### config.mk
export PLATFORM = sky130hd
export DESIGN_NAME = id_regfile
export DESIGN_NICKNAME = d
export VERILOG_FILES = /design/src/hdl/mips_pkg.sv /design/src/hdl/id_regfile.sv
export SDC_FILE = /design/constraint.sdc
export NUM_CORES = 2
export LEC_CHECK = 0
export BUFFER_PORTS_ARGS = -buffer_cell sky130_fd_sc_hd__buf_2
export CORE_MARGIN = 2
export CORE_UTILIZATION = 50
export DETAILED_ROUTE_END_ITERATION = 8
export HOLD_SLACK_MARGIN = 0.03
export PLACE_DENSITY = 0.66
export REMOVE_ABC_BUFFERS = 1
export SKIP_LAST_GASP = 1
export SLEW_MARGIN = 20
export SYNTH_ARGS = -nofsm -noshare
export SYNTH_HDL_FRONTEND = slang
export SYNTH_SLANG_ARGS = --single-unit
### constraint.sdc
create_clock -name clk -period 3.95 [get_ports clk]
set_clock_uncertainty 0.2 [all_clocks]
set_input_delay 0.5925 -clock clk [delete_from_list [all_inputs] [get_ports clk]]
set_output_delay 0.5925 -clock clk [all_outputs]
set_load 0.1 [all_outputs]
### src/hdl/mips_pkg.sv
//--------------------------------------------------
// Shared definitions for the MIPS subset core
// Instruction opcode and R-type funct enums
// ALU operation enum chosen by decode
// Memory word-address and register index widths
//--------------------------------------------------

package mips_pkg;

	// Instruction memory, 256 words
	localparam int IMEM_AW = 8;
	// Data memory, 256 words
	localparam int DMEM_AW = 8;
	localparam int REG_AW = 5;

	//--------------------------------------------------
	// Primary opcode, inst[31:26]
	//--------------------------------------------------
	typedef enum logic [5:0] {
		OP_R     = 6'b000000,
		OP_J     = 6'b000010,
		OP_BEQ   = 6'b000100,
		OP_BNE   = 6'b000101,
		OP_ADDI  = 6'b001000,
		OP_ADDIU = 6'b001001,
		OP_SLTI  = 6'b001010,
		OP_ANDI  = 6'b001100,
		OP_ORI   = 6'b001101,
		OP_XORI  = 6'b001110,
		OP_LUI   = 6'b001111,
		OP_LW    = 6'b100011,
		OP_SW    = 6'b101011
	} opcode_e;

	//--------------------------------------------------
	// R-type function field, inst[5:0]
	//--------------------------------------------------
	typedef enum logic [5:0] {
		FN_ADDU = 6'b100001,
		FN_SUBU = 6'b100011,
		FN_AND  = 6'b100100,
		FN_OR   = 6'b100101,
		FN_XOR  = 6'b100110,
		FN_SLT  = 6'b101010
	} funct_e;

	// ALU operation carried in ID/EX
	typedef enum logic [2:0] {
		ALU_ADD,
		ALU_SUB,
		ALU_AND,
		ALU_OR,
		ALU_XOR,
		ALU_SLT,
		ALU_LUI,
		// No result, used by branches and unknown funct codes
		ALU_NONE
	} alu_op_e;

endpackage

### src/hdl/id_regfile.sv
//--------------------------------------------------
// Register file, 32 x 32 bits
// Two combinational read ports
// One write port on the falling clock edge
//--------------------------------------------------

module id_regfile (
	input  logic                        clk,
	input  logic                        rst,
	input  logic [mips_pkg::REG_AW-1:0] rs_addr,
	input  logic [mips_pkg::REG_AW-1:0] rt_addr,
	output logic [31:0]                 rs_data,
	output logic [31:0]                 rt_data,
	input  logic                        wb_valid,
	input  logic [mips_pkg::REG_AW-1:0] wb_reg,
	input  logic [31:0]                 wb_data
);

	import mips_pkg::*;

	logic [31:0] regs [0:(2**REG_AW)-1];

	// Falling edge write makes a result visible to decode in the same cycle
	always_ff @(negedge clk)
	begin
		if (rst)
		begin
			for (int i = 0; i < 2**REG_AW; i++)
				regs[i] <= '0;
		end
		else if (wb_valid && (wb_reg != '0))
		begin
			regs[wb_reg] <= wb_data;
		end
	end

	// r0 reads as zero
	assign rs_data = (rs_addr == '0) ? 32'd0 : regs[rs_addr];
	assign rt_data = (rt_addr == '0) ? 32'd0 : regs[rt_addr];

endmodule

==> results.ini <==
[logic_synthesis]
synth-edff-count = 1024
synthTopCellsByCount = 1024 x edfxtp_1, 995 x and2_1, 435 x mux4_2, 252 x clkbuf_1, 153 x mux2i_1
synth.avg_cell_area_um2 = 15.59
syn_inst = 3495
synth_top_area_share_pct = 56.45
synth_cell_types = 52
synth_top_cell_by_area = edfxtp_1
ys_seq_elements = 1024
ys_dominant_reg_cell = edfxtp_1
synth_seq_area_share_pct = 56.45
yosys-top-cells-area = edfxtp_1 56%, mux4_2 18%, and2_1 11%
netlist_area_um2 = 54480
synth_most_common_cell = edfxtp_1
async_reset_ff_share_pct = 0
yosys_warnings = 0

[worst_setup_path]
crit_type = flip-flop to output port
critPathMaxFanout = 2
cp-start-kind = flip-flop
crit_start = regs[31][1]
cp-end-kind = output port
arrival_ns = 4.74
required_ns = 3.16

[finish]
final_area_um2 = 70080
fill_cells = 7601
largest_register = regs
final_cell_count_no_fill = 6389
nets = 4928
largest_reg_flops = 1024
layout-drive-gt1-share_pct = 29.95
top_regs = regs (1024)
area_growth_pct = 28.64

[run]
drv_cap = 0

[grt]
grt_pass1_vias = 44070
globalRouteOverflowTotal = 0
grt_max_degree = 63
grt_pass1_wl_um = 281000
antenna_found_initial = 9
track_usage_pct = 35.27

[clocking]
cts.sinks = 1024
htree_levels = 3
cts-root-buf = clkbuf_16
tritoncts = yes
cts_hold_buffers = 0
cts_buffers = 112
clock_path_buffers = 3
clkTransAtPathRegs_ns = 0.03

[sta]
slew_violations = 0
setup_violations = 64
rsz0062_at_grt = true
layout_setup_ws_ns = -1.587
maxSlewHeadroom_pct = 34.73
tightest_slew_ns = 0.9754
finalHoldViolCount = 0

[drt]
drtAntennaViolNets = 0
viasPerCell = 6.370
first_pass_iters = 6
avgRoutedWirePerCell_um = 30.76
first_iter_violations = 5576
drc_errors = 0
routed_wl_um = 196500
vias = 40700

[die]
dieWidth_um = 334.1
die_area_um2 = 111600
rows = 121
initial_core_util_pct = 50.26
core_um2 = 108400
fp.dieH_um = 334.1
ios = 114

[hold_path]
whs_path_depth = 5
hold_start = rt_addr[3]
hold_end = rt_data[21]
hp-class = input pin to output port

[place]
place_area_um2 = 60360
place.gp.congestion = 0.8887
numPortBuffers = 113
hpwl_um = 123400
dp.cells = 5122

[pwr]
power.total_mw = 33.08
power.density_nw_per_um2 = 472.0
vdd_ir_drop_max_mv = 0.3867
leakagePower_nw = 29.14

[outcome]
violations = setup timing
status = complete, but fails checks

worst max-delay path: stages (launching register included):
cell and delay [ns]:
edfxtp_1 0.39, mux4_2 0.49, mux4_2 0.62, o22ai_2 0.21
nor3_2 0.11, clkbuf_8 0.25
through the flow:
stage | setup TNS (ns) | util [%] | hold WS, ns | setup WS, ns
2_1_floorplan | -1281.35 | - | 1.457 | -4.305
3_3_place_gp | -991.69 | 55.68 | 1.932 | -1.215
3_5_place_dp | -1005.01 | 55.68 | 1.909 | -1.196
4_1_cts | -89.25 | 64.41 | 1.722 | -1.567
5_1_grt | -92.43 | 64.64 | 1.731 | -1.620
6_report | -89.46 | 64.65 | 1.734 | -1.587
final cells by class:
| type | count | area (µm²) | area share (%) |
|---|---|---|---|
| sequential | 1024 | 30750 | 43.88 |
| multi-input combinational | 2117 | 23330 | 33.29 |
| timing repair buffer | 598 | 6533 | 9.322 |
| clock inverter | 1114 | 4756 | 6.786 |
| clock buffer | 117 | 2928 | 4.178 |
| tap | 1414 | 1769 | 2.525 |
| antenna | 4 | 10.01 | 0.01428 |
| inverter | 1 | 3.754 | 0.005356 |
logic make-up after synthesis:
kind of cell	count (synthesis)	synth area share [%]
AOI/OAI and AO/OA	255	3.553
buffers and inverters	385	3.427
DFF	1024	56.45
muxes	662	23.41
other	1	0.006884
and+or+nand+nor	1168	13.16
cell usage in the layout (no fill, tap or decap), drive strengths merged, types with 36 or more instances in the layout:
cell	n
a22o	46
and2	995
buf	592
clkbuf	123
edfxtp	1024
inv	1068
mux2i	153
mux4	475
nor2	36
nor3	51
o22ai	76
routing by layer:
metal | wire length (µm) | vias up | GRT usage, %
met1 | 67200 | 20480 | 43.24
met5 | 41 | - | 0
li1 | - | 16330 | -
met3 | 26010 | 625 | 12.17
met2 | 93960 | 3265 | 55.16
met4 | 9319 | 6 | 19.12
worst max-delay path by stage:
| stage | to | cells after the start | slack, ns |
|---|---|---|---|
| finish | rs_data[1] | 5 | -1.59 |
| global route | rs_data[11] | 5 | -1.62 |
| CTS | rs_data[11] | 5 | -1.57 |
| detailed placement | rt_data[27] | 6 | -1.20 |
| global placement | rt_data[27] | 6 | -1.21 |
| floorplan | rt_data[29] | 4 | -4.30 |
what timing repair did:
item | in CTS | in global routing
gates resized for setup | 376 | 43
buffers inserted | 27 | 10
endpoints found under the setup margin | 64 | 110
pin swaps | 104 | 18
where the power goes:
group | total (mW) | switching [mW] | internal [mW]
logic | 4.84 | 2.85 | 1.99
clock network | 15.2 | 7.28 | 7.95
registers | 13.0 | 0.346 | 12.7
(Power assumes the default switching activity.)
