**config.mk**
```make
export PLATFORM = sky130hd
export DESIGN_NAME = id_stage
export DESIGN_NICKNAME = d
export VERILOG_FILES = /design/src/hdl/mips_pkg.sv /design/src/hdl/id_stage.sv
export SDC_FILE = /design/constraint.sdc
export NUM_CORES = 1
export LEC_CHECK = 0
export ABC_AREA = 0
export ABC_CLOCK_PERIOD_IN_PS = 6400
export CORE_MARGIN = 8
export CORE_UTILIZATION = 35
export CTS_CLUSTER_DIAMETER = 200
export DETAILED_ROUTE_END_ITERATION = 16
export DONT_BUFFER_PORTS = 1
export GPL_TIMING_DRIVEN = 0
export PLACE_DENSITY = 0.49
export SLEW_MARGIN = 40
export SYNTH_ARGS = -nofsm -noshare
export SYNTH_HDL_FRONTEND = slang
export SYNTH_SLANG_ARGS = --single-unit
export TNS_END_PERCENT = 1
```
**constraint.sdc**
```tcl
create_clock -name clk -period 6.4 [get_ports clk]
set_input_delay 0.96 -clock clk [delete_from_list [all_inputs] [get_ports clk]]
set_output_delay 0.96 -clock clk [all_outputs]
set_load 0.05 [all_outputs]
```
**src/hdl/mips_pkg.sv**
```systemverilog
//--------------------------------------------------
// Shared definitions for the MIPS subset core
// Instruction opcode and R-type funct enums
// ALU operation enum chosen by decode
// Memory word-address and register index widths
//--------------------------------------------------

package mips_pkg;

	// Instruction memory, 256 words
	localparam int IMEM_AW = 8;
	// Data memory, 256 words
	localparam int DMEM_AW = 8;
	localparam int REG_AW = 5;

	//--------------------------------------------------
	// Primary opcode, inst[31:26]
	//--------------------------------------------------
	typedef enum logic [5:0] {
		OP_R     = 6'b000000,
		OP_J     = 6'b000010,
		OP_BEQ   = 6'b000100,
		OP_BNE   = 6'b000101,
		OP_ADDI  = 6'b001000,
		OP_ADDIU = 6'b001001,
		OP_SLTI  = 6'b001010,
		OP_ANDI  = 6'b001100,
		OP_ORI   = 6'b001101,
		OP_XORI  = 6'b001110,
		OP_LUI   = 6'b001111,
		OP_LW    = 6'b100011,
		OP_SW    = 6'b101011
	} opcode_e;

	//--------------------------------------------------
	// R-type function field, inst[5:0]
	//--------------------------------------------------
	typedef enum logic [5:0] {
		FN_ADDU = 6'b100001,
		FN_SUBU = 6'b100011,
		FN_AND  = 6'b100100,
		FN_OR   = 6'b100101,
		FN_XOR  = 6'b100110,
		FN_SLT  = 6'b101010
	} funct_e;

	// ALU operation carried in ID/EX
	typedef enum logic [2:0] {
		ALU_ADD,
		ALU_SUB,
		ALU_AND,
		ALU_OR,
		ALU_XOR,
		ALU_SLT,
		ALU_LUI,
		// No result, used by branches and unknown funct codes
		ALU_NONE
	} alu_op_e;

endpackage

```
**src/hdl/id_stage.sv**
```systemverilog
//--------------------------------------------------
// Decode stage
// Control decode and immediate extension
// Hazard interlock against the instruction in execute
// Branch and jump resolution with fetch redirect
// Sticky illegal opcode exception
// ID/EX pipeline register
//--------------------------------------------------

module id_stage (
	input  logic                        clk,
	input  logic                        rst,
	input  logic                        if_valid,
	input  logic [31:0]                 if_pc,
	input  logic [31:0]                 if_inst,
	output logic [mips_pkg::REG_AW-1:0] rs_addr,
	output logic [mips_pkg::REG_AW-1:0] rt_addr,
	input  logic [31:0]                 rs_data,
	input  logic [31:0]                 rt_data,
	output logic                        hold,
	output logic                        redirect,
	output logic [31:0]                 redirect_pc,
	output logic                        halt,
	output logic                        exception,
	output logic [31:0]                 exc_pc,
	output logic                        ex_valid,
	output mips_pkg::alu_op_e           ex_alu_op,
	output logic                        ex_use_imm,
	output logic [31:0]                 ex_imm,
	output logic [31:0]                 ex_rs_data,
	output logic [31:0]                 ex_rt_data,
	output logic [mips_pkg::REG_AW-1:0] ex_dest,
	output logic                        ex_reg_write,
	output logic                        ex_mem_read,
	output logic                        ex_mem_write
);

	import mips_pkg::*;

	opcode_e           op;
	funct_e            fn;
	alu_op_e           alu_op;
	logic              use_imm, reg_write, mem_read, mem_write;
	logic              dest_rt, zero_ext, uses_rs, uses_rt;
	logic              is_beq, is_bne, is_j, illegal;
	logic              id_valid, hazard, taken, issue;
	logic [REG_AW-1:0] dest;
	logic [31:0]       imm, pc_plus4;

	assign op = opcode_e'(if_inst[31:26]);
	assign fn = funct_e'(if_inst[5:0]);
	assign rs_addr = if_inst[25:21];
	assign rt_addr = if_inst[20:16];

	//--------------------------------------------------
	// Control decode
	//--------------------------------------------------
	always_comb
	begin
		alu_op = ALU_NONE;
		use_imm = 1'b0;
		reg_write = 1'b0;
		mem_read = 1'b0;
		mem_write = 1'b0;
		dest_rt = 1'b1;
		zero_ext = 1'b0;
		uses_rs = 1'b0;
		uses_rt = 1'b0;
		is_beq = 1'b0;
		is_bne = 1'b0;
		is_j = 1'b0;
		illegal = 1'b0;
		case (op)
			OP_R:
			begin
				dest_rt = 1'b0;
				uses_rs = 1'b1;
				uses_rt = 1'b1;
				reg_write = 1'b1;
				case (fn)
					FN_ADDU: alu_op = ALU_ADD;
					FN_SUBU: alu_op = ALU_SUB;
					FN_AND:  alu_op = ALU_AND;
					FN_OR:   alu_op = ALU_OR;
					FN_XOR:  alu_op = ALU_XOR;
					FN_SLT:  alu_op = ALU_SLT;
					// Unknown funct behaves as a no-op
					default: reg_write = 1'b0;
				endcase
			end
			OP_ADDI, OP_ADDIU, OP_SLTI, OP_ANDI, OP_ORI, OP_XORI, OP_LW:
			begin
				use_imm = 1'b1;
				reg_write = 1'b1;
				uses_rs = 1'b1;
				mem_read = (op == OP_LW);
				zero_ext = (op == OP_ANDI) || (op == OP_ORI) || (op == OP_XORI);
				case (op)
					OP_SLTI: alu_op = ALU_SLT;
					OP_ANDI: alu_op = ALU_AND;
					OP_ORI:  alu_op = ALU_OR;
					OP_XORI: alu_op = ALU_XOR;
					default: alu_op = ALU_ADD;
				endcase
			end
			OP_LUI:
			begin
				alu_op = ALU_LUI;
				use_imm = 1'b1;
				reg_write = 1'b1;
			end
			OP_SW:
			begin
				alu_op = ALU_ADD;
				use_imm = 1'b1;
				mem_write = 1'b1;
				uses_rs = 1'b1;
				uses_rt = 1'b1;
			end
			OP_BEQ, OP_BNE:
			begin
				uses_rs = 1'b1;
				uses_rt = 1'b1;
				is_beq = (op == OP_BEQ);
				is_bne = (op == OP_BNE);
			end
			OP_J:    is_j = 1'b1;
			default: illegal = 1'b1;
		endcase
	end

	assign dest = dest_rt ? if_inst[20:16] : if_inst[15:11];
	assign imm = zero_ext ? {16'h0000, if_inst[15:0]} : {{16{if_inst[15]}}, if_inst[15:0]};

	// Nothing is decoded once the exception is taken
	assign id_valid = if_valid && !exception;

	// Interlock, no forwarding path exists
	assign hazard = ex_valid && ex_reg_write && (ex_dest != '0)
		&& ((uses_rs && (ex_dest == rs_addr)) || (uses_rt && (ex_dest == rt_addr)));
	assign hold = id_valid && hazard;

	//--------------------------------------------------
	// Branch and jump resolution
	//--------------------------------------------------
	assign pc_plus4 = if_pc + 32'd4;
	assign taken = is_j || (is_beq && (rs_data == rt_data)) || (is_bne && (rs_data != rt_data));
	assign redirect = id_valid && !hazard && taken;
	assign redirect_pc = is_j ? {pc_plus4[31:28], if_inst[25:0], 2'b00}
		: pc_plus4 + {{14{if_inst[15]}}, if_inst[15:0], 2'b00};

	assign halt = exception || (id_valid && illegal);
	assign issue = id_valid && !hazard && !illegal;

	always_ff @(posedge clk)
	begin
		if (rst)
		begin
			exception <= 1'b0;
			exc_pc <= '0;
		end
		else if (id_valid && illegal)
		begin
			exception <= 1'b1;
			exc_pc <= if_pc;
		end
	end

	// ID/EX control, a bubble on stall or illegal opcode
	always_ff @(posedge clk)
	begin
		if (rst)
		begin
			ex_valid <= 1'b0;
			ex_reg_write <= 1'b0;
			ex_mem_read <= 1'b0;
			ex_mem_write <= 1'b0;
		end
		else
		begin
			ex_valid <= issue;
			ex_reg_write <= issue && reg_write && (dest != '0);
			ex_mem_read <= issue && mem_read;
			ex_mem_write <= issue && mem_write;
		end
	end

	// ID/EX payload
	always_ff @(posedge clk)
	begin
		ex_alu_op <= alu_op;
		ex_use_imm <= use_imm;
		ex_imm <= imm;
		ex_rs_data <= rs_data;
		ex_rt_data <= rt_data;
		ex_dest <= dest;
	end

	// A stalled instruction stays in IF/ID and leaves only a bubble in ID/EX
	a_hold_bubble: assert property (@(posedge clk) disable iff (rst)
		hold |=> (if_valid && $stable(if_pc) && $stable(if_inst) && !ex_valid))
		else $error("Stalled instruction left IF/ID or also entered ID/EX");

endmodule

```
==> impl_metrics.ini <==
[routing]
ant_nets = 0
routed_via_density = 5.26
drt_iter0_markers = 196
via_count = 5401
first_pass_iters = 4
routed_wl_um = 22900
drc = 0
wl_per_cell_um = 22.2

[clocking]
root_buffer = clkbuf_16
cts_hold_buf = 0
clk_latency_ps = 410
cts_setup_buffers = 0
cts.sinks = 127
clock_tree.buffer_depth = 2
cts_buffers = 17
cts_resized = 0
cts_tree = done
path_clk_slew_ps = 60
cts_max_level = 4

[yosys]
synth.distinct_cells = 60
yosysWarnings = 0
mappedNetlistArea_um2 = 6560
synth_seq_cells = 127
syn-num-nets = 926
yosysSeqAreaShare = 0.388
synth_ff_type = dfxtp_1
async_reset_ff_frac = 0
syn-instance-count = 759
avgSynthCellArea_um2 = 8.64
synth_edf_count = 0

[timing]
layout_setup_ws_ps = 499
slew_violations = 0
hold_violations = 0
worst_pin_slew_ps = 743
slew_headroom = 0.504
setup_viol = 0
layout_min_cycle_time_ps = 5900
fin_skew_ps = 7.03
fmax_ghz = 0.169
grt_setup_unrepaired = false
tns_ps = 0
fin_crit_sh = 0.922

[grt]
grt_antenna_before_repair = 0
met3_usage = 0.0925
grt_pass1_vias = 5466
met2_usage = 0.336
grt_start_max_net_pins = 24
overflow = 0
grt_pass1_wl_um = 33900
top_usage_layer = met2
track_usage = 0.188
grt_util_met1 = 0.192

[floorplanning]
rows = 50
die_w_um = 153
die_area_um2 = 23400
initial_core_util = 0.354
core_area_um2 = 18500
die_h_um = 153
ios = 318

[worst_setup_path]
critPathKind = in2out
start_kind = input port
startpoint = if_pc[7]
reg2reg_from = ex_dest[0]
crit_path_max_fanout = 6
r2r-end = ex_mem_write
end_kind = output port
crit_end = redirect_pc[31]
crit_required_ps = 5440
rrSetupSlack_ps = 4000
rr_worst_depth = 8
arrival_ps = 4940

[pwr]
ir_worst_vdd_v = 0.000162
p_per_area_nw_per_um2 = 336
leakage_nw = 3.05

[final_layout]
fillers = 1855
finalNetCount = 947
drive_above_1_share = 0.145
area_growth_pct = 15.5
antenna_cells = 0

[worst_hold_path]
holdPathStages = 0
hp-class = in2reg

[run_status]
outcome = complete, no violations

[flow_run]
maxCapViolCount = 0

[placed_design]
pre_cts_ws_ps = 532
place_hpwl_um = 19000
place.port_buffers = 0
gp_congestion = 0.837
-- sequential cells by signal (all words and copies together), names as in the netlist --
signal / flops
ex_mem_write: 1
ex_valid: 1
exc_pc: 32
ex_imm: 17
ex_use_imm: 1
exception: 1
ex_rt_data: 32
ex_rs_data: 32
ex_mem_read: 1
ex_reg_write: 1
ex_dest: 5
ex_alu_op: 3
-- where the power goes --
| part | internal, mW | leakage (nW) | total, mW | switching, mW |
|---|---|---|---|---|
| Clock | 0.559 | 0.275 | 0.968 | 0.409 |
| Sequential | 0.836 | 1.06 | 1.02 | 0.183 |
| Combinational | 0.156 | 1.71 | 0.555 | 0.398 |
| Total | 1.55 | 3.05 | 2.54 | 0.990 |
-- stage by stage --
stage	hold WS, ps	instance area, um^2	util	cells	total power [mW]
after floorplan	674	6560	-	759	1.48
after global placement	695	6850	0.370	993	1.57
after detailed placement	702	6990	0.377	995	1.59
after CTS	545	7570	0.409	1027	2.57
after global routing	537	7570	0.409	1027	2.64
final	564	7570	0.409	1027	2.54
-- how the worst min path moves through the flow --
| stage | from | to | slack [ps] |
|---|---|---|---|
| final | rs_data[1] | ex_rs_data[1] | 560 |
| after global routing | rs_data[1] | ex_rs_data[1] | 540 |
| after CTS | if_inst[9] | ex_imm[9] | 540 |
| after detailed placement | exc_pc[29] | exc_pc[29] | 700 |
| after global placement | exc_pc[2] | exc_pc[2] | 690 |
| after floorplan | exc_pc[16] | exc_pc[16] | 670 |
-- layer usage --
metal | up-vias | wire (um)
li1 | 2637 | -
met1 | 2507 | 8470
met2 | 239 | 11600
met3 | 18 | 2550
met4 | 0 | 248
met5 | - | 0
-- layout make-up --
class | instances | area (um^2) | area share
Inverter | 12 | 45.0 | 0.00595
Timing Repair Buffer | 2 | 15.0 | 0.00198
Sequential cell | 127 | 2540 | 0.336
Clock buffer | 18 | 439 | 0.0580
Multi-Input combinational cell | 567 | 3790 | 0.500
Buffer | 53 | 303 | 0.0400
Tap cell | 234 | 293 | 0.0387
Clock inverter | 14 | 144 | 0.0190
-- Yosys cell counts (3+ instances only) --
cell type | instances | share of area
dfxtp_1 | 127 | 0.39
nand2_1 | 126 | 0.072
a21oi_1 | 75 | 0.057
xor2_1 | 56 | 0.075
nor2_1 | 41 | 0.023
xnor2_1 | 41 | 0.055
ha_1 | 35 | 0.067
buf_4 | 26 | 0.030
o21ai_0 | 26 | 0.020
clkbuf_1 | 22 | 0.013
nand3_1 | 20 | 0.015
a21o_1 | 18 | 0.021
inv_1 | 12 | 0.0069
nand4_1 | 10 | 0.0095
and2_1 | 8 | 0.0076
nor4_1 | 8 | 0.0076
nor2b_1 | 7 | 0.0067
nor3_1 | 7 | 0.0053
a31oi_1 | 6 | 0.0057
and3_1 | 6 | 0.0057
mux2_2 | 6 | 0.010
nand2b_1 | 6 | 0.0057
and4_1 | 5 | 0.0067
o21bai_1 | 5 | 0.0057
a21oi_2 | 4 | 0.0053
buf_2 | 4 | 0.0031
o21ai_1 | 4 | 0.0031
or3_1 | 4 | 0.0038
a21boi_0 | 3 | 0.0034
nor3b_1 | 3 | 0.0034
nor4b_1 | 3 | 0.0040
o22ai_1 | 3 | 0.0029
-- cell families (layout without fill, tap and decap cells) --
family | Yosys count | in the layout | share of synthesized area
xor+xnor | 97 | 97 | 0.130
simple gates | 260 | 260 | 0.186
fa+ha+maj | 36 | 36 | 0.0698
compound gates | 167 | 167 | 0.162
buf+inv | 65 | 99 | 0.0529
mux | 7 | 7 | 0.0118
flops | 127 | 127 | 0.388
-- cell usage in the layout, fill, tap and decap left out, types with 10 or more instances in the layout --
master / Yosys / final
clkbuf_1: 22 / 21
o21ai_2: 2 / 10
a21o_1: 18 / 18
ha_1: 35 / 35
a21oi_1: 75 / 60
dfxtp_1: 127 / 126
nor2_1: 41 / 41
xnor2_1: 41 / 40
xor2_1: 56 / 56
o21ai_0: 26 / 20
buf_4: 26 / 28
nand2_1: 126 / 126
clkbuf_16: 0 / 17
nand4_1: 10 / 10
nand3_1: 20 / 20
a21oi_2: 4 / 19
inv_1: 12 / 12
-- worst max-delay path, stage by stage --
cell	delay, ps
and4_1	210
and3_1	220
and3_1	170
buf_4	150
nand2_1	100
nor2_1	190
and4_1	230
xor2_1	200
ha_1	340
a21o_1	230
a21o_1	180
a21oi_2	170
o21ai_1	140
a221oi_2	370
a21oi_2	100
o21ai_0	190
nand3_1	160
xnor2_2	620
Note: power is estimated with default switching activity, not from simulation.
